===== src/design/zx_pkg.sv =====
package zx_pkg;

	// ====================
	// Bus widths
	// ====================

	// Z80 side address and data
	typedef logic [15:0] cpu_addr_t;
	typedef logic [7:0]  byte_t;

	// ====================
	// Physical memory map
	// ====================

	// Page in 17..14, offset in 13..0
	typedef logic [17:0] phys_addr_t;

	// 0..7 are RAM banks, 8..11 are ROMs 0..3
	typedef logic [3:0]  phys_page_t;

	// RAM bank number as written to 7FFD bits 2..0
	typedef logic [2:0]  bank_t;

	// Machine model, latched at reset
	typedef enum logic [1:0] {
		arch_zx48  = 2'd0,
		arch_zx128 = 2'd1,
		arch_plus3 = 2'd2
	} arch_t;

	localparam int OFFSET_W  = 14;             // 16K pages
	localparam int PAGE_SIZE = 1 << OFFSET_W;
	localparam int MEM_PAGES = 12;             // 8 RAM banks plus 4 ROMs

	// First ROM page, ROM n sits at ROM_BASE_PAGE + n
	localparam phys_page_t ROM_BASE_PAGE = 4'd8;

	// Fixed banks of the normal 128K layout
	localparam phys_page_t PAGE_SCREEN = 4'd5; // 4000..7FFF
	localparam phys_page_t PAGE_MID    = 4'd2; // 8000..BFFF

	// ====================
	// I/O decode
	// ====================

	// Kempston joystick, low six address bits
	localparam logic [5:0] KEMPSTON_LOW = 6'h1F;

	// Stand-in SDRAM latency
	localparam int MEM_WAIT_DEFAULT = 2;

endpackage


===== src/design/cycle_decode.sv =====
module cycle_decode import zx_pkg::*; (
	input  logic      clk_sys,
	input  logic      reset,
	input  arch_t     arch_sel,
	input  logic      cap_valid,
	input  cpu_addr_t cap_addr,
	input  byte_t     cap_wdata,
	input  logic      cap_wr,
	input  logic      cap_io,
	output logic      dec_valid,
	output cpu_addr_t dec_addr,
	output byte_t     dec_wdata,
	output logic      dec_wr,
	output logic      dec_io,
	output arch_t     machine,
	output logic      sel_7ffd,
	output logic      sel_1ffd,
	output logic      sel_ula,
	output logic      sel_kempston
);

	logic is_plus3;
	logic hit_7ffd;
	logic hit_1ffd;
	logic hit_ula;
	logic hit_kempston;

	assign is_plus3 = (machine == arch_plus3);

	// ====================
	// Port decode
	// ====================

	// 7FFD needs A14 high on the +3, 1FFD shares the A1 low rule
	assign hit_7ffd     = ~cap_addr[15] & ~cap_addr[1] & (cap_addr[14] | ~is_plus3);
	assign hit_1ffd     = is_plus3 & (cap_addr[15:12] == 4'b0001) & ~cap_addr[1];
	assign hit_ula      = ~cap_addr[0];                   // Any even port
	assign hit_kempston = (cap_addr[5:0] == KEMPSTON_LOW);

	always_ff @(posedge clk_sys) begin
		if (reset) begin
			machine   <= arch_sel;  // Model follows the input while in reset
			dec_valid <= 1'b0;
		end else begin
			dec_valid <= cap_valid;
		end
	end

	// Selects stay low for memory cycles
	always_ff @(posedge clk_sys) begin
		if (cap_valid) begin
			dec_addr     <= cap_addr;
			dec_wdata    <= cap_wdata;
			dec_wr       <= cap_wr;
			dec_io       <= cap_io;
			sel_7ffd     <= cap_io & hit_7ffd;
			sel_1ffd     <= cap_io & hit_1ffd;
			sel_ula      <= cap_io & hit_ula;
			sel_kempston <= cap_io & hit_kempston;
		end
	end

endmodule


===== config.mk =====
export PLATFORM = sky130hd
export DESIGN_NAME = cycle_decode
export DESIGN_NICKNAME = d
export VERILOG_FILES = /design/src/design/zx_pkg.sv /design/src/design/cycle_decode.sv
export SDC_FILE = /design/constraint.sdc
export NUM_CORES = 1
export LEC_CHECK = 0
export ABC_AREA = 1
export BUFFER_PORTS_ARGS = -buffer_cell sky130_fd_sc_hd__buf_2
export CAP_MARGIN = 10
export CELL_PAD_IN_SITES_DETAIL_PLACEMENT = 0
export CELL_PAD_IN_SITES_GLOBAL_PLACEMENT = 1
export CORE_MARGIN = 5
export CORE_UTILIZATION = 35
export DETAILED_ROUTE_END_ITERATION = 7
export MAX_ROUTING_LAYER = met4
export PLACE_DENSITY = 0.9
export SLEW_MARGIN = 10
export SYNTH_ARGS = -nofsm -noshare
export SYNTH_HDL_FRONTEND = slang
export SYNTH_SLANG_ARGS = --single-unit
export TNS_END_PERCENT = 30

===== constraint.sdc =====
create_clock -name clk_sys -period 2.25 [get_ports clk_sys]
set_input_delay 0.3375 -clock clk_sys [delete_from_list [all_inputs] [get_ports clk_sys]]
set_output_delay 0.3375 -clock clk_sys [all_outputs]
set_load 0.01 [all_outputs]

==> out/metrics.yaml <==
cp.required_ns: 1.91
p_int_uw: 1118
dpl_cell_area_um2: 1415
synthFlopType: "edfxtp_1"
io_pins: 64
yosysWarnings: 0
multiInputGateArea_um2: 62.56
cap_violations: 0
synth_seq_cells: 33
grt_overflow: 0
leakage_uw: 0.0006680
die_w_um: 65.00
slew_viol_final: 0
antenna_found_initial: 0
cts_root_buf: "clkbuf_4"
power_density_nw_per_um2: 913.0
cts.clk_slew.worst_paths_ns: 0.10
synth-edff-count: 32
syn_area_um2: 1059
synth_commonest_cells: "32 x edfxtp_1, 7 x nor2_1, 4 x inv_1"
timing.slew.headroom_pct: 55.60
dp_hpwl_mm: 1.546
clkPwrFrac_pct: 38.8
setup_viol_count_final: 0
yosysTopAreaCell: "edfxtp_1"
tritoncts: "yes"
synth_top_area_share_pct: 90.78
antenna_left: 0
cts_buffers: 5
final_hold_viol_count: 0
area_delta_synth_final_pct: 43.38
synth_most_common_cell: "edfxtp_1"
final_area_um2: 1518
dr.first_iter.drc_count: 20
p_seq_share_pct: 53.0
critical-path-top-delay-family: "flip-flops"
rsz0062_at_grt: "no"
clkSinkCount: 33
reg2reg_depth: 2
critPathBufInv: 1
critPathLaunchType: "register"
drt_pre_antenna_iters: 4
place_congestion: 0.6514
path_class: "reg2out"
n_antenna_cell: 0
vias: 684
regArea_um2: 980.9
critical_path_depth: 1
critPathArrivalTime_ns: 0.90
use_met3_pct: 6.932
end_kind: "primary output"
peakVddDrop_v: 0.0005399
nets: 151
postCtsResizedCells: 0
final.hold.worst_slack_ns: 0.1754
fin_crit_ns: 1.233
pwr-share-comb_pct: 8.2
slowest_delay_ns: 0.42
grt.met1_usage_pct: 9.389
wl_mm: 2.046
status: "finished, final reports clean"
grt_most_used_layer: "met2"
cp_cell_sequence: "buf_2"
drc: 0
drive_above_1_share_pct: 59.50
finClkSkew_ns: 0.008273
holdPathStages: 1
fmax_mhz: 810.8
min-delay-path-class: "in2reg"
cpMaxStageDelayCell: "edfxtp_1"
wl_per_cell_um: 13.29
clock_path_buffers: 2
async_flop_share_pct: 0
syn_avg_cell_area_um2: 21.17
io_buffers: 63
swShare_pct: 19.31
postCtsSetupBuffers: 0
clk_latency_ns: 0.33
start_util_pct: 35.55
grt_usage_pct: 10.83
fin_crit_sh_pct: 54.81
total_power_uw: 1386
syn_inst: 50
p_switching_uw: 267.6
gr-usage-met2_pct: 17.88
num_rows: 20
core_um2: 2978
grt_max_degree: 32
syn_nets: 81
worst_pin_slew_ns: 0.6661
cp_max_fo: 3
setup_tns_ns: 0
yosysUniqueCellTypes: 10
die_h_um: 65.00
cts_htree_levels: 2
drt-vias-per-instance: 4.442
grt_pass1_wl_mm: 3.187
cts-hold-fix-buffers: 0
yosysSeqAreaShare_pct: 92.67
filler_cell_count: 254
grt_pass1_vias: 705
die_area_um2: 4224
synth_top_cells_by_area: "edfxtp_1 91%, nor2_1 2.5%, dfxtp_1 1.9%"
-- through the flow --
stage	util (%)	cells	setup WS, ns
3_5_place_dp	47.52	146	0.9811
5_1_grt	50.97	154	0.9537
3_3_place_gp	47.52	146	1.037
6_report	50.97	154	1.017
2_1_floorplan	-	50	1.332
4_1_cts	50.97	154	0.9893
-- final cells by class --
cell class / instances / area share [%]
inverters: 4 / 0.9893
clock inverters: 3 / 4.287
multi-input cells: 13 / 4.122
clock buffers: 5 / 2.473
repair buffers: 63 / 20.77
flip-flops and latches: 33 / 64.63
well taps: 33 / 2.721
-- worst reg2reg max path: cells and delay by family, from the launching register on --
family / cells / cell delay (ns)
simple gates: 2 / 0.25
flops: 1 / 0.41
-- path summary, 6_finish.rpt --
kind	startpoint	endpoint	slack [ns]
worst max register to register	machine[0]$_DFFE_PP_	sel_7ffd$_DFFE_PP_	1.35
worst min register to register	machine[0]$_DFFE_PP_	sel_7ffd$_DFFE_PP_	0.63
worst min-delay path	cap_wdata[6]	dec_wdata[6]$_DFFE_PP_	0.18
worst max-delay path	machine[1]$_DFFE_PP_	machine[1]	1.02
-- flip-flops by register name (all words and copies together), names as in the netlist --
register and cells:
dec_addr 16, dec_wdata 8, machine 2, dec_io 1
dec_valid 1, dec_wr 1, sel_1ffd 1, sel_7ffd 1
sel_kempston 1, sel_ula 1
-- layer usage --
layer  up-vias  part of all wire (%)
li1        325                     -
met1       314                    34
met2        40                    52
met3         5                    12
met4         0                   1.4
met5         -                     0
-- cells by family (layout without fill, tap and decap cells) --
kind of cell | after synthesis | in the layout | synth area share (%)
buf+inv | 4 | 75 | 1.418
flops | 33 | 33 | 92.67
simple gates | 13 | 13 | 5.911
-- power by group through the flow --
stage	registers (uW)	logic [uW]	clock network, uW
2_1_floorplan	777	6.47	0
3_3_place_gp	747	114	0
3_5_place_dp	750	116	0
4_1_cts	736	117	551
5_1_grt	740	124	586
6_report	735	114	537
-- layout by cell type, fill, tap and decap left out --
| master | count |
|---|---|
| buf_2 | 63 |
| bufinv_16 | 2 |
| clkbuf_4 | 5 |
| clkinv_2 | 1 |
| dfxtp_1 | 1 |
| edfxtp_1 | 32 |
| inv_1 | 4 |
| nand2_1 | 1 |
| nand3_1 | 1 |
| nand3b_1 | 1 |
| nand4_1 | 1 |
| nor2_1 | 7 |
| nor2_2 | 1 |
| nor3b_1 | 1 |
Note: power is estimated with default switching activity, not from simulation.
