[config.mk]
export PLATFORM = sky130hd
export DESIGN_NAME = bus_port
export DESIGN_NICKNAME = d
export VERILOG_FILES = /design/src/design/zx_pkg.sv /design/src/design/bus_port.sv
export SDC_FILE = /design/constraint.sdc
export NUM_CORES = 1
export LEC_CHECK = 0
export ABC_AREA = 1
export BUFFER_PORTS_ARGS = -buffer_cell sky130_fd_sc_hd__buf_2
export CAP_MARGIN = 40
export CORE_ASPECT_RATIO = 0.7
export CORE_UTILIZATION = 38
export DETAILED_ROUTE_END_ITERATION = 6
export PLACE_DENSITY = 0.74
export SLEW_MARGIN = 20
export SYNTH_ARGS = -nofsm -noshare
export SYNTH_HDL_FRONTEND = slang
export SYNTH_SLANG_ARGS = --single-unit
[constraint.sdc]
create_clock -name clk_sys -period 2.7 [get_ports clk_sys]
set_input_delay 0.54 -clock clk_sys [delete_from_list [all_inputs] [get_ports clk_sys]]
set_output_delay 0.54 -clock clk_sys [all_outputs]
set_load 0.02 [all_outputs]
[src/design/zx_pkg.sv]
package zx_pkg;

	// ====================
	// Bus widths
	// ====================

	// Z80 side address and data
	typedef logic [15:0] cpu_addr_t;
	typedef logic [7:0]  byte_t;

	// ====================
	// Physical memory map
	// ====================

	// Page in 17..14, offset in 13..0
	typedef logic [17:0] phys_addr_t;

	// 0..7 are RAM banks, 8..11 are ROMs 0..3
	typedef logic [3:0]  phys_page_t;

	// RAM bank number as written to 7FFD bits 2..0
	typedef logic [2:0]  bank_t;

	// Machine model, latched at reset
	typedef enum logic [1:0] {
		arch_zx48  = 2'd0,
		arch_zx128 = 2'd1,
		arch_plus3 = 2'd2
	} arch_t;

	localparam int OFFSET_W  = 14;             // 16K pages
	localparam int PAGE_SIZE = 1 << OFFSET_W;
	localparam int MEM_PAGES = 12;             // 8 RAM banks plus 4 ROMs

	// First ROM page, ROM n sits at ROM_BASE_PAGE + n
	localparam phys_page_t ROM_BASE_PAGE = 4'd8;

	// Fixed banks of the normal 128K layout
	localparam phys_page_t PAGE_SCREEN = 4'd5; // 4000..7FFF
	localparam phys_page_t PAGE_MID    = 4'd2; // 8000..BFFF

	// ====================
	// I/O decode
	// ====================

	// Kempston joystick, low six address bits
	localparam logic [5:0] KEMPSTON_LOW = 6'h1F;

	// Stand-in SDRAM latency
	localparam int MEM_WAIT_DEFAULT = 2;

endpackage

[src/design/bus_port.sv]
module bus_port import zx_pkg::*; (
	input  logic      clk_sys,
	input  logic      reset,
	input  logic      req,
	input  cpu_addr_t addr,
	input  byte_t     wdata,
	input  logic      wr,
	input  logic      io,
	input  logic      download,
	input  logic      done,
	input  byte_t     done_data,
	output logic      ack,
	output byte_t     rdata,
	output logic      cap_valid,
	output cpu_addr_t cap_addr,
	output byte_t     cap_wdata,
	output logic      cap_wr,
	output logic      cap_io
);

	// Four-phase slave states
	typedef enum logic [1:0] {
		st_idle,
		st_busy,
		st_acked,
		st_release
	} state_t;

	state_t state;
	logic   take;

	// Download owns the memory, hold off new cycles
	assign take = (state == st_idle) & req & ~download;

	always_ff @(posedge clk_sys) begin
		if (reset) begin
			state     <= st_idle;
			ack       <= 1'b0;
			cap_valid <= 1'b0;
		end else begin
			cap_valid <= take;           // One cycle into the pipeline
			case (state)
				st_idle: if (take) state <= st_busy;
				st_busy: begin
					if (done) begin
						ack   <= 1'b1;
						state <= st_acked;
					end
				end
				st_acked: if (!req) state <= st_release;
				st_release: begin
					ack   <= 1'b0;        // Drop one cycle after req low
					state <= st_idle;
				end
				default: state <= st_idle;
			endcase
		end
	end

	// Captured fields and returned data
	always_ff @(posedge clk_sys) begin
		if (take) begin
			cap_addr  <= addr;
			cap_wdata <= wdata;
			cap_wr    <= wr;
			cap_io    <= io;
		end
		if (done && state == st_busy) rdata <= done_data;
	end

endmodule

==> impl_metrics.env <==
export IMPL_synth_fp_nets=117
export IMPL_cp_arrival_ns=1.50
export IMPL_gp_congestion=0.7525
export IMPL_ys_seq_area_frac=0.8502
export IMPL_die_h_um=50.84
export IMPL_vias_per_cell=4.469
export IMPL_die_x_um=71.78
export IMPL_start_util=0.4059
export IMPL_synth_async_reset_ratio=0
export IMPL_critPathMaxStageDelay_ns=0.34
export IMPL_swShare=0.3084
export IMPL_sequentialPowerShare=0.511
export IMPL_crit_required_ns=2.66
export IMPL_fin_skew_ns=0.003205
export IMPL_synth_edf_count=34
export IMPL_diodes=0
export IMPL_synthFlopType="edfxtp_1"
export IMPL_worstHoldStart="addr[15]"
export IMPL_yosysTopAreaCellShare=0.7884
export IMPL_grt_util_all_layers=0.1439
export IMPL_critPathLaunchType="flip-flop"
export IMPL_peakVddDrop_mv=0.4045
export IMPL_dp_cells=186
export IMPL_grt_pass1_vias=830
export IMPL_drc=0
export IMPL_wl_per_cell_um=12.80
export IMPL_cts_resized=0
export IMPL_syn_inst=73
export IMPL_p_clk_frac=0.244
export IMPL_cts_sinks=38
export IMPL_r2r_slack_ns=1.15
export IMPL_hold_class="input pin to flip-flop"
export IMPL_drt_first_pass_iters=4
export IMPL_worstMarginPinSlew_ns=0.3174
export IMPL_portBuffers=74
export IMPL_clk_latency_ns=0.28
export IMPL_cp_max_fo=26
export IMPL_overflow=0
export IMPL_ys_warn_count=0
export IMPL_drive_gt1_frac=0.5641
export IMPL_grt_pass1_wl_um=3732
export IMPL_ys_ff_latch=38
export IMPL_rows=17
export IMPL_instances_no_fill=194
export IMPL_finalHoldViolations=0
export IMPL_area_growth_pct=40.29
export IMPL_crit_slowest_cell="dfxtp_1"
export IMPL_cts_path_max_buffers=2
export IMPL_wl_um=2484
export IMPL_num_io_pins=75
export IMPL_drt_iter0_drc=38
export IMPL_dp_hpwl_um=1924
export IMPL_syn_area_per_cell_um2=17.74
export IMPL_cts_tree="yes"
export IMPL_dieArea_um2=3649
export IMPL_fmax_mhz=647.1
export IMPL_power_switching_w=0.0004609
export IMPL_final_setup_tns_ns=0
export IMPL_yosysMostFrequentCell="edfxtp_1"
export IMPL_crit_chain="inv_1, ha_1, inv_1, nor3_4, buf_4"
export IMPL_post_cts_buffers=0
export IMPL_antenna_left=0
export IMPL_cap_violations=0
export IMPL_fp_coreArea_um2=3191
export IMPL_synthTopCellsByCount="edfxtp_1 (34), inv_1 (8), ha_1 (5), nor2_1 (5)"
export IMPL_antenna_found_initial=0
export IMPL_power_w=0.001495
export IMPL_status="finished, final reports clean"
export IMPL_timing_final_crit_share=0.5723
export IMPL_cts_root_buf="clkbuf_8"
export IMPL_period_needed_ns=1.545
export IMPL_synth_distinct_cells=14
export IMPL_nets=199
export IMPL_slew_headroom=0.7884
export IMPL_synth_largest_area_cell="edfxtp_1"
export IMPL_power_leakage_nw=0.8125
export IMPL_hold_buffers=0
export IMPL_critical_path_endpoint_type="flip-flop"
export IMPL_cts_clk_slew_worst_paths_ns=0.07
export IMPL_crit_type="flip-flop to flip-flop"
export IMPL_rsz0062_at_grt="false"
export IMPL_htreeDepth=2
export IMPL_ys_top_cells_by_area="edfxtp_1 (79%), dfxtp_1 (6.2%), ha_1 (4.8%)"
export IMPL_combPwrFrac=0.245
export IMPL_slew_viol_final=0
export IMPL_crit_start="state[1]"
export IMPL_cts_made_buffers=5
export IMPL_r2r_start="state[1]"
export IMPL_timing_critical_path_mode_cell="inv_1"
export IMPL_power_density_nw_per_um2=822.7
export IMPL_grt_max_degree=27
export IMPL_routed_via_count=867
export IMPL_finalSetupViolations=0
export IMPL_synth_cell_area_um2=1295
export IMPL_power_internal_w=0.001034
==> critical path: cells and delay by family (launching register included) <==
kind | cells | cell delay, ns
flops | 1 | 0.34
fa+ha+maj | 1 | 0.18
simple gates | 1 | 0.15
buf+inv | 3 | 0.53
==> metrics by stage <==
stage	setup slack [ns]	hold slack, ns	utilization	instance area, um^2
CTS	1.135	0.4160	0.5694	1817
global placement	1.200	0.5053	0.5427	1732
detailed placement	1.148	0.5278	0.5427	1732
finish	1.155	0.4293	0.5694	1817
floorplan	0.5889	0.4974	-	1300
global route	1.049	0.4090	0.5694	1817
==> final timing paths <==
path                   to  cells past startpoint
max          cap_wdata[3]                      5
min          cap_addr[15]                      1
max reg2reg  cap_wdata[3]                      5
min reg2reg           ack                      2
==> final cells by class <==
| cell class | count | area (um^2) |
|---|---|---|
| clock buffers | 5 | 68.82 |
| clock inverters | 3 | 16.27 |
| fillers | 263 | 1374 |
| inverters | 10 | 37.54 |
| multi-input cells | 25 | 167.7 |
| flip-flops and latches | 38 | 1101 |
| well taps | 38 | 47.55 |
| repair buffers | 75 | 377.9 |
==> cell usage in the layout, fill, tap and decap left out <==
cell type,Yosys,routed
a21oi_1,2,2
buf_2,0,74
buf_4,0,1
clkbuf_8,0,5
clkinv_1,0,1
clkinv_2,0,1
clkinvlp_4,0,1
dfxtp_1,4,4
edfxtp_1,34,34
ha_1,5,5
inv_1,8,8
inv_2,2,2
nand2_1,4,4
nand2_2,2,2
nand3_1,2,2
nor2_1,5,5
nor2_2,1,1
nor3_4,0,1
nor4_1,1,1
o21ai_1,2,2
==> state kept, by name (all words and copies together) (netlist names) <==
signal / cells
cap_wdata: 8
cap_valid: 1
cap_io: 1
cap_addr: 16
rdata: 8
ack: 1
cap_wr: 1
state: 2
==> metal layers <==
| layer | part of all wire | global-route usage |
|---|---|---|
| met2 | 0.48 | 0.2421 |
| met5 | 0 | 0 |
| met3 | 0.11 | 0.07692 |
| met1 | 0.41 | 0.1605 |
| met4 | 0.0056 | 0.03922 |
==> cells by family (layout without fill, tap and decap cells) <==
group,after synthesis,after routing,synth area share
AOI/OAI and AO/OA,4,4,0.01546
adders and majority gates,5,5,0.04831
buffers and inverters,10,93,0.02899
DFF,38,38,0.8502
and+or+nand+nor,16,16,0.05700
==> power groups by stage <==
stage | combinational [W] | clock [W] | sequential [W]
4_1_cts | 0.000368 | 0.000380 | 0.000765
6_report | 0.000366 | 0.000365 | 0.000764
2_1_floorplan | 0.000156 | 0 | 0.000851
5_1_grt | 0.000400 | 0.000402 | 0.000772
3_5_place_dp | 0.000365 | 0 | 0.000778
3_3_place_gp | 0.000348 | 0 | 0.000771
(Power assumes the default switching activity.)
