**config.mk**
```make
export PLATFORM = sky130hd
export DESIGN_NAME = page_map
export DESIGN_NICKNAME = d
export VERILOG_FILES = /design/src/design/zx_pkg.sv /design/src/design/page_map.sv
export SDC_FILE = /design/constraint.sdc
export NUM_CORES = 1
export LEC_CHECK = 0
export BUFFER_PORTS_ARGS = -buffer_cell sky130_fd_sc_hd__buf_2
export CAP_MARGIN = 20
export CORE_ASPECT_RATIO = 0.75
export CORE_MARGIN = 2
export CORE_UTILIZATION = 45
export DETAILED_ROUTE_END_ITERATION = 7
export PLACE_DENSITY = 0.76
export RECOVER_POWER = 25
export SYNTH_ARGS = -nofsm -noshare
export SYNTH_HDL_FRONTEND = slang
export SYNTH_SLANG_ARGS = --single-unit
```
**constraint.sdc**
```tcl
create_clock -name clk_sys -period 1.4 [get_ports clk_sys]
set_input_delay 0.07 -clock clk_sys [delete_from_list [all_inputs] [get_ports clk_sys]]
set_output_delay 0.07 -clock clk_sys [all_outputs]
set_load 0.02 [all_outputs]
```
**src/design/zx_pkg.sv**
```systemverilog
package zx_pkg;

	// ====================
	// Bus widths
	// ====================

	// Z80 side address and data
	typedef logic [15:0] cpu_addr_t;
	typedef logic [7:0]  byte_t;

	// ====================
	// Physical memory map
	// ====================

	// Page in 17..14, offset in 13..0
	typedef logic [17:0] phys_addr_t;

	// 0..7 are RAM banks, 8..11 are ROMs 0..3
	typedef logic [3:0]  phys_page_t;

	// RAM bank number as written to 7FFD bits 2..0
	typedef logic [2:0]  bank_t;

	// Machine model, latched at reset
	typedef enum logic [1:0] {
		arch_zx48  = 2'd0,
		arch_zx128 = 2'd1,
		arch_plus3 = 2'd2
	} arch_t;

	localparam int OFFSET_W  = 14;             // 16K pages
	localparam int PAGE_SIZE = 1 << OFFSET_W;
	localparam int MEM_PAGES = 12;             // 8 RAM banks plus 4 ROMs

	// First ROM page, ROM n sits at ROM_BASE_PAGE + n
	localparam phys_page_t ROM_BASE_PAGE = 4'd8;

	// Fixed banks of the normal 128K layout
	localparam phys_page_t PAGE_SCREEN = 4'd5; // 4000..7FFF
	localparam phys_page_t PAGE_MID    = 4'd2; // 8000..BFFF

	// ====================
	// I/O decode
	// ====================

	// Kempston joystick, low six address bits
	localparam logic [5:0] KEMPSTON_LOW = 6'h1F;

	// Stand-in SDRAM latency
	localparam int MEM_WAIT_DEFAULT = 2;

endpackage

```
**src/design/page_map.sv**
```systemverilog
module page_map import zx_pkg::*; (
	input  logic       clk_sys,
	input  logic       reset,
	input  arch_t      machine,
	input  logic       dec_valid,
	input  cpu_addr_t  dec_addr,
	input  byte_t      dec_wdata,
	input  logic       dec_wr,
	input  logic       dec_io,
	input  logic       sel_7ffd,
	input  logic       sel_1ffd,
	input  logic       sel_ula,
	input  logic       sel_kempston,
	output logic       map_valid,
	output phys_addr_t phys_addr,
	output logic       mem_rd,
	output logic       mem_we,
	output byte_t      map_wdata,
	output logic       map_io,
	output logic       map_wr,
	output logic       map_ula,
	output logic       map_kempston
);

	byte_t      reg_7ffd;
	byte_t      reg_1ffd;
	logic       page_lock;
	logic       port_write;
	logic       special;
	logic [1:0] quarter;
	logic [1:0] rom_num;
	phys_page_t page;
	logic       is_rom;

	// +3 all-RAM layouts, indexed by 1FFD bits 2..1
	function automatic phys_page_t special_page(input logic [1:0] mode, input logic [1:0] q);
		bank_t bank;
		case (mode)
			2'd0: bank = {1'b0, q};                          // 0 1 2 3
			2'd1: bank = {1'b1, q};                          // 4 5 6 7
			2'd2: bank = (q == 2'd3) ? 3'd3 : {1'b1, q};     // 4 5 6 3
			default: begin                                   // 4 7 6 3
				if (q == 2'd3) bank = 3'd3;
				else if (q == 2'd1) bank = 3'd7;
				else bank = {1'b1, q};
			end
		endcase
		return {1'b0, bank};
	endfunction

	// ====================
	// Paging registers
	// ====================

	assign page_lock  = reg_7ffd[5] | (machine == arch_zx48);
	assign port_write = dec_valid & dec_io & dec_wr & ~page_lock;

	always_ff @(posedge clk_sys) begin
		if (reset) begin
			reg_7ffd  <= '0;
			reg_1ffd  <= '0;
			map_valid <= 1'b0;
		end else begin
			map_valid <= dec_valid;
			if (port_write && sel_7ffd) reg_7ffd <= dec_wdata;
			if (port_write && sel_1ffd) reg_1ffd <= dec_wdata;
		end
	end

	// ====================
	// Address translation
	// ====================

	assign quarter = dec_addr[15:OFFSET_W];
	assign special = (machine == arch_plus3) & reg_1ffd[0];

	always_comb begin
		case (machine)
			arch_zx48:  rom_num = 2'd1;                       // Only the BASIC ROM
			arch_zx128: rom_num = {1'b0, reg_7ffd[4]};
			default:    rom_num = {reg_1ffd[2], reg_7ffd[4]};
		endcase
	end

	always_comb begin
		if (special) begin
			page = special_page(reg_1ffd[2:1], quarter);
		end else begin
			case (quarter)
				2'd0: page = ROM_BASE_PAGE | {2'b00, rom_num};
				2'd1: page = PAGE_SCREEN;
				2'd2: page = PAGE_MID;
				default: page = (machine == arch_zx48) ? 4'd0 : {1'b0, reg_7ffd[2:0]};
			endcase
		end
	end

	assign is_rom = (page >= ROM_BASE_PAGE);

	always_ff @(posedge clk_sys) begin
		if (dec_valid) begin
			phys_addr    <= {page, dec_addr[OFFSET_W-1:0]};
			mem_rd       <= ~dec_io & ~dec_wr;
			mem_we       <= ~dec_io & dec_wr & ~is_rom;  // ROM is read only from the bus
			map_wdata    <= dec_wdata;
			map_io       <= dec_io;
			map_wr       <= dec_wr;
			map_ula      <= sel_ula;
			map_kempston <= sel_kempston;
		end
	end

endmodule

```
==> flow_results.xml <==
<?xml version="1.0" encoding="UTF-8"?>
<metrics>
  <group name="finish">
    <metric name="area_added_between_synthesis_and_finish" unit="%">49.31</metric>
    <metric name="nets" unit="">222</metric>
    <metric name="drive_above_1_share" unit="%">40.96</metric>
    <metric name="num_antenna_cells" unit="">0</metric>
    <metric name="n_fill_cell" unit="">191</metric>
    <metric name="layoutNonFillerInstCount" unit="">226</metric>
  </group>
  <group name="critical_path">
    <metric name="regToRegStartpoint" unit="">reg_7ffd[5]$_SDFFE_PP0P_</metric>
    <metric name="worst_ep_required_time" unit="ns">1.58</metric>
    <metric name="cpMaxStageDelayCell" unit="">dlygate4sd3_1</metric>
    <metric name="cp-start-kind" unit="">primary input</metric>
    <metric name="crit_chain" unit="">dlygate4sd3_1 &gt; buf_4 &gt; nand2_4 &gt; nor4_4 &gt; mux2i_1 &gt; nor2_1</metric>
    <metric name="endpoint_kind" unit="">register</metric>
    <metric name="timing.reg2reg.worst_path_depth" unit="">3</metric>
    <metric name="path_class" unit="">primary input to register</metric>
    <metric name="cp_max_fo" unit="">5</metric>
    <metric name="crit-reg2reg-capture" unit="">reg_7ffd[1]$_SDFFE_PP0P_</metric>
    <metric name="r2r_setup_slk" unit="ns">0.16</metric>
    <metric name="worst_stage_delay_on_the_critical_path" unit="ns">0.53</metric>
    <metric name="worstPathArrival" unit="ns">1.48</metric>
  </group>
  <group name="floorplanning">
    <metric name="row_count" unit="">17</metric>
    <metric name="fp.dieH" unit="um">53.19</metric>
    <metric name="floorplan.initialDensity" unit="%">48.39</metric>
    <metric name="coreArea" unit="mm2">0.002999</metric>
    <metric name="num_io_pins" unit="">68</metric>
    <metric name="die_width" unit="um">69.58</metric>
    <metric name="fp.dieArea" unit="mm2">0.003700</metric>
  </group>
  <group name="yosys">
    <metric name="synthesis.area" unit="mm2">0.001451</metric>
    <metric name="syn-num-nets" unit="">124</metric>
    <metric name="ys_warn_count" unit="">0</metric>
    <metric name="synth.lib_cells_used.distinct" unit="">17</metric>
    <metric name="postSynthAreaPerCell" unit="um2">16.31</metric>
    <metric name="ys_seq_area_share" unit="%">78.62</metric>
    <metric name="postSynthRegisterBits" unit="">41</metric>
    <metric name="syn_inst" unit="">89</metric>
  </group>
  <group name="clock_tree">
    <metric name="path_clk_slew" unit="ns">0.08</metric>
    <metric name="cts_tree" unit="">done</metric>
    <metric name="clock_tree.htree_level_count" unit="">2</metric>
    <metric name="clock_latency" unit="ns">0.29</metric>
    <metric name="tritoncts_num_sinks" unit="">41</metric>
    <metric name="cts.root.buffer_cell" unit="">clkbuf_8</metric>
    <metric name="cts-root-to-sink-buffers" unit="">2</metric>
    <metric name="cts_post_setup_buffers_inserted" unit="">0</metric>
    <metric name="numCtsBuffers" unit="">5</metric>
  </group>
  <group name="timing">
    <metric name="unrepaired_setup_endpoints_after_global_routing" unit="">no</metric>
    <metric name="final.period_utilization" unit="%">92.99</metric>
    <metric name="timing.fmax" unit="MHz">768.1</metric>
    <metric name="layout_setup_ws" unit="ns">0.09815</metric>
    <metric name="worstMarginPinSlew" unit="ns">0.7477</metric>
    <metric name="holdWs" unit="ns">0.03399</metric>
    <metric name="final_hold_viol_count" unit="">0</metric>
    <metric name="fin_skew" unit="ns">0.005559</metric>
    <metric name="finalSetupViolations" unit="">0</metric>
    <metric name="timing.final.max_slew_violations" unit="">0</metric>
    <metric name="timing.max_slew.rel_slack" unit="%">50.15</metric>
    <metric name="timing.setup.tns" unit="ns">0</metric>
    <metric name="layout_min_cycle_time" unit="ns">1.302</metric>
  </group>
  <group name="route">
    <metric name="detail-route-antenna-nets" unit="">0</metric>
    <metric name="routed_via_density" unit="">4.743</metric>
    <metric name="post_drt_wl_per_cell" unit="um">15.13</metric>
    <metric name="detail_route.first_pass.iterations" unit="">4</metric>
    <metric name="num_vias" unit="">1072</metric>
    <metric name="drtIter0Drc" unit="">49</metric>
    <metric name="route.final.wire_length" unit="um">3419</metric>
    <metric name="drc" unit="">0</metric>
  </group>
  <group name="pwr">
    <metric name="vdd_drop_max" unit="mV">0.7201</metric>
    <metric name="comb_pwr_share" unit="%">13.8</metric>
    <metric name="power.static_leakage" unit="nW">0.8785</metric>
    <metric name="p_clk_share" unit="%">29.3</metric>
    <metric name="p_sw_share" unit="%">24.51</metric>
    <metric name="cellInternalPower" unit="mW">1.889</metric>
    <metric name="pwr-share-seq" unit="%">56.8</metric>
    <metric name="p_sw" unit="mW">0.6132</metric>
    <metric name="cellPowerDensity" unit="mW/mm2">1155</metric>
  </group>
  <group name="hold_path">
    <metric name="hold_depth" unit="">1</metric>
    <metric name="timing.hold.worst.start" unit="">dec_io</metric>
    <metric name="worstHoldPathType" unit="">primary input to register</metric>
    <metric name="end_point_of_the_most_critical_hold_path" unit="">map_io$_DFFE_PP_</metric>
  </group>
  <group name="global_routing">
    <metric name="maximum_number_of_pins_on_one_net_before_global_route_repair" unit="">33</metric>
    <metric name="globalRouteTotalUtil" unit="%">19.74</metric>
    <metric name="globalRouteOverflowTotal" unit="">0</metric>
    <metric name="antenna_violations_before_repair" unit="">0</metric>
    <metric name="grt_first_pass_wirelength" unit="um">5154</metric>
    <metric name="first_global_vias" unit="">1041</metric>
  </group>
  <group name="placed_design">
    <metric name="io_buffer_count" unit="">67</metric>
    <metric name="dp_slack" unit="ns">0.1619</metric>
    <metric name="gp_congestion" unit="">0.7490</metric>
    <metric name="place_inst" unit="">194</metric>
    <metric name="dpl.hpwl" unit="um">2166</metric>
  </group>
  <group name="flow_run">
    <metric name="number_of_max_cap_violations" unit="">0</metric>
  </group>
  <group name="run_status">
    <metric name="outcome" unit="">finished, final reports clean</metric>
  </group>
</metrics>
-- layout by cell type, fill, tap and decap left out --
master / count
buf_2: 64
edfxtp_1: 32
dlygate4sd3_1: 24
nor2_1: 9
dfxtp_1: 9
mux2i_1: 8
o21ai_0: 5
nand2_1: 5
clkbuf_8: 5
nor2b_1: 4
a21oi_1: 3
nor3_1: 3
clkbuf_1: 3
a31oi_1: 2
nor4_4: 2
and4_1: 1
and2_1: 1
nor2_2: 1
or2_2: 1
nor3b_1: 1
nand2_4: 1
clkinvlp_4: 1
clkinv_1: 1
buf_4: 1
clkbuf_2: 1
-- state kept, by name, indices dropped and copies added (netlist names) --
register,count
map_wr,1
map_io,1
mem_rd,1
phys_addr,18
map_valid,1
reg_1ffd,3
map_ula,1
map_kempston,1
map_wdata,8
reg_7ffd,5
mem_we,1
-- stage by stage --
step / utilization [%] / instance area [um2] / power [mW]
after detailed placement: 61.28 / 1838 / 1.737
after global placement: 61.28 / 1838 / 1.726
after CTS: 72.09 / 2162 / 2.501
after floorplan: - / 1451 / 1.585
final: 72.26 / 2167 / 2.502
after global routing: 72.26 / 2167 / 2.596
-- area by class of cell --
type | instances | area (um2) | share of cell area, %
Sequential cell | 41 | 1141 | 52.66
Timing Repair Buffer | 92 | 580.6 | 26.79
Multi-Input combinational cell | 47 | 314.1 | 14.49
Clock buffer | 6 | 72.57 | 3.349
Tap cell | 38 | 47.55 | 2.194
Clock inverter | 2 | 11.26 | 0.5196
-- cell usage after synthesis --
cell type / n / area share [%]
a21oi_1: 3 / 1.0
a31oi_1: 2 / 0.86
and2_1: 1 / 0.43
and4_1: 1 / 0.60
clkbuf_1: 1 / 0.26
dfxtp_1: 9 / 12
edfxtp_1: 32 / 66
mux2i_1: 8 / 5.5
nand2_1: 6 / 1.6
nor2_1: 9 / 2.3
nor2_2: 1 / 0.43
nor2b_1: 4 / 1.7
nor3_1: 3 / 1.0
nor3b_1: 1 / 0.52
nor4_4: 2 / 2.9
o21ai_0: 5 / 1.7
or2_2: 1 / 0.43
-- routing by layer --
layer  GRT usage (%)  routed length (um)
met5               0                   0
met4           9.804                  52
met3           5.905                 287
met2           34.46                1656
met1           22.69                1423
-- how the worst max path moves through the flow --
stage                                    end  cells after the start  slack, ns                     start
global placement    reg_7ffd[2]$_SDFFE_PP0P_                      3       0.22  reg_7ffd[5]$_SDFFE_PP0P_
finish              reg_7ffd[1]$_SDFFE_PP0P_                      6        0.1                    dec_wr
CTS                 reg_1ffd[1]$_SDFFE_PP0P_                      6       0.06                    dec_wr
global route        reg_7ffd[0]$_SDFFE_PP0P_                      6      0.005                    dec_wr
floorplan           reg_7ffd[0]$_SDFFE_PP0P_                      3       0.24  reg_7ffd[5]$_SDFFE_PP0P_
detailed placement  reg_7ffd[1]$_SDFFE_PP0P_                      3       0.16  reg_7ffd[5]$_SDFFE_PP0P_
-- power groups by stage --
stage	clock network (mW)	registers [mW]	logic, mW
floorplan	0	1.55	0.0373
global placement	0	1.44	0.284
detailed placement	0	1.45	0.291
CTS	0.739	1.42	0.344
global route	0.797	1.43	0.370
finish	0.733	1.42	0.346
-- kinds of logic (layout without fill, tap and decap cells) --
group,after synthesis,count (layout),synth area share [%]
mux,8,8,5.517
flops,41,41,78.62
compound gates,10,10,3.620
buf+inv,1,100,0.2584
simple gates,29,29,11.98
-- repair_timing --
item,in CTS,in global routing
hold buffers,24,0
hold endpoints to repair,24,0
setup endpoints to repair,0,3
resized for setup,0,3
-- worst max-delay path, delay by kind of cell --
kind	cells	cell delay, ns
buf+inv	2	0.66
mux	1	0.23
simple gates	3	0.52
(Power assumes the default switching activity.)
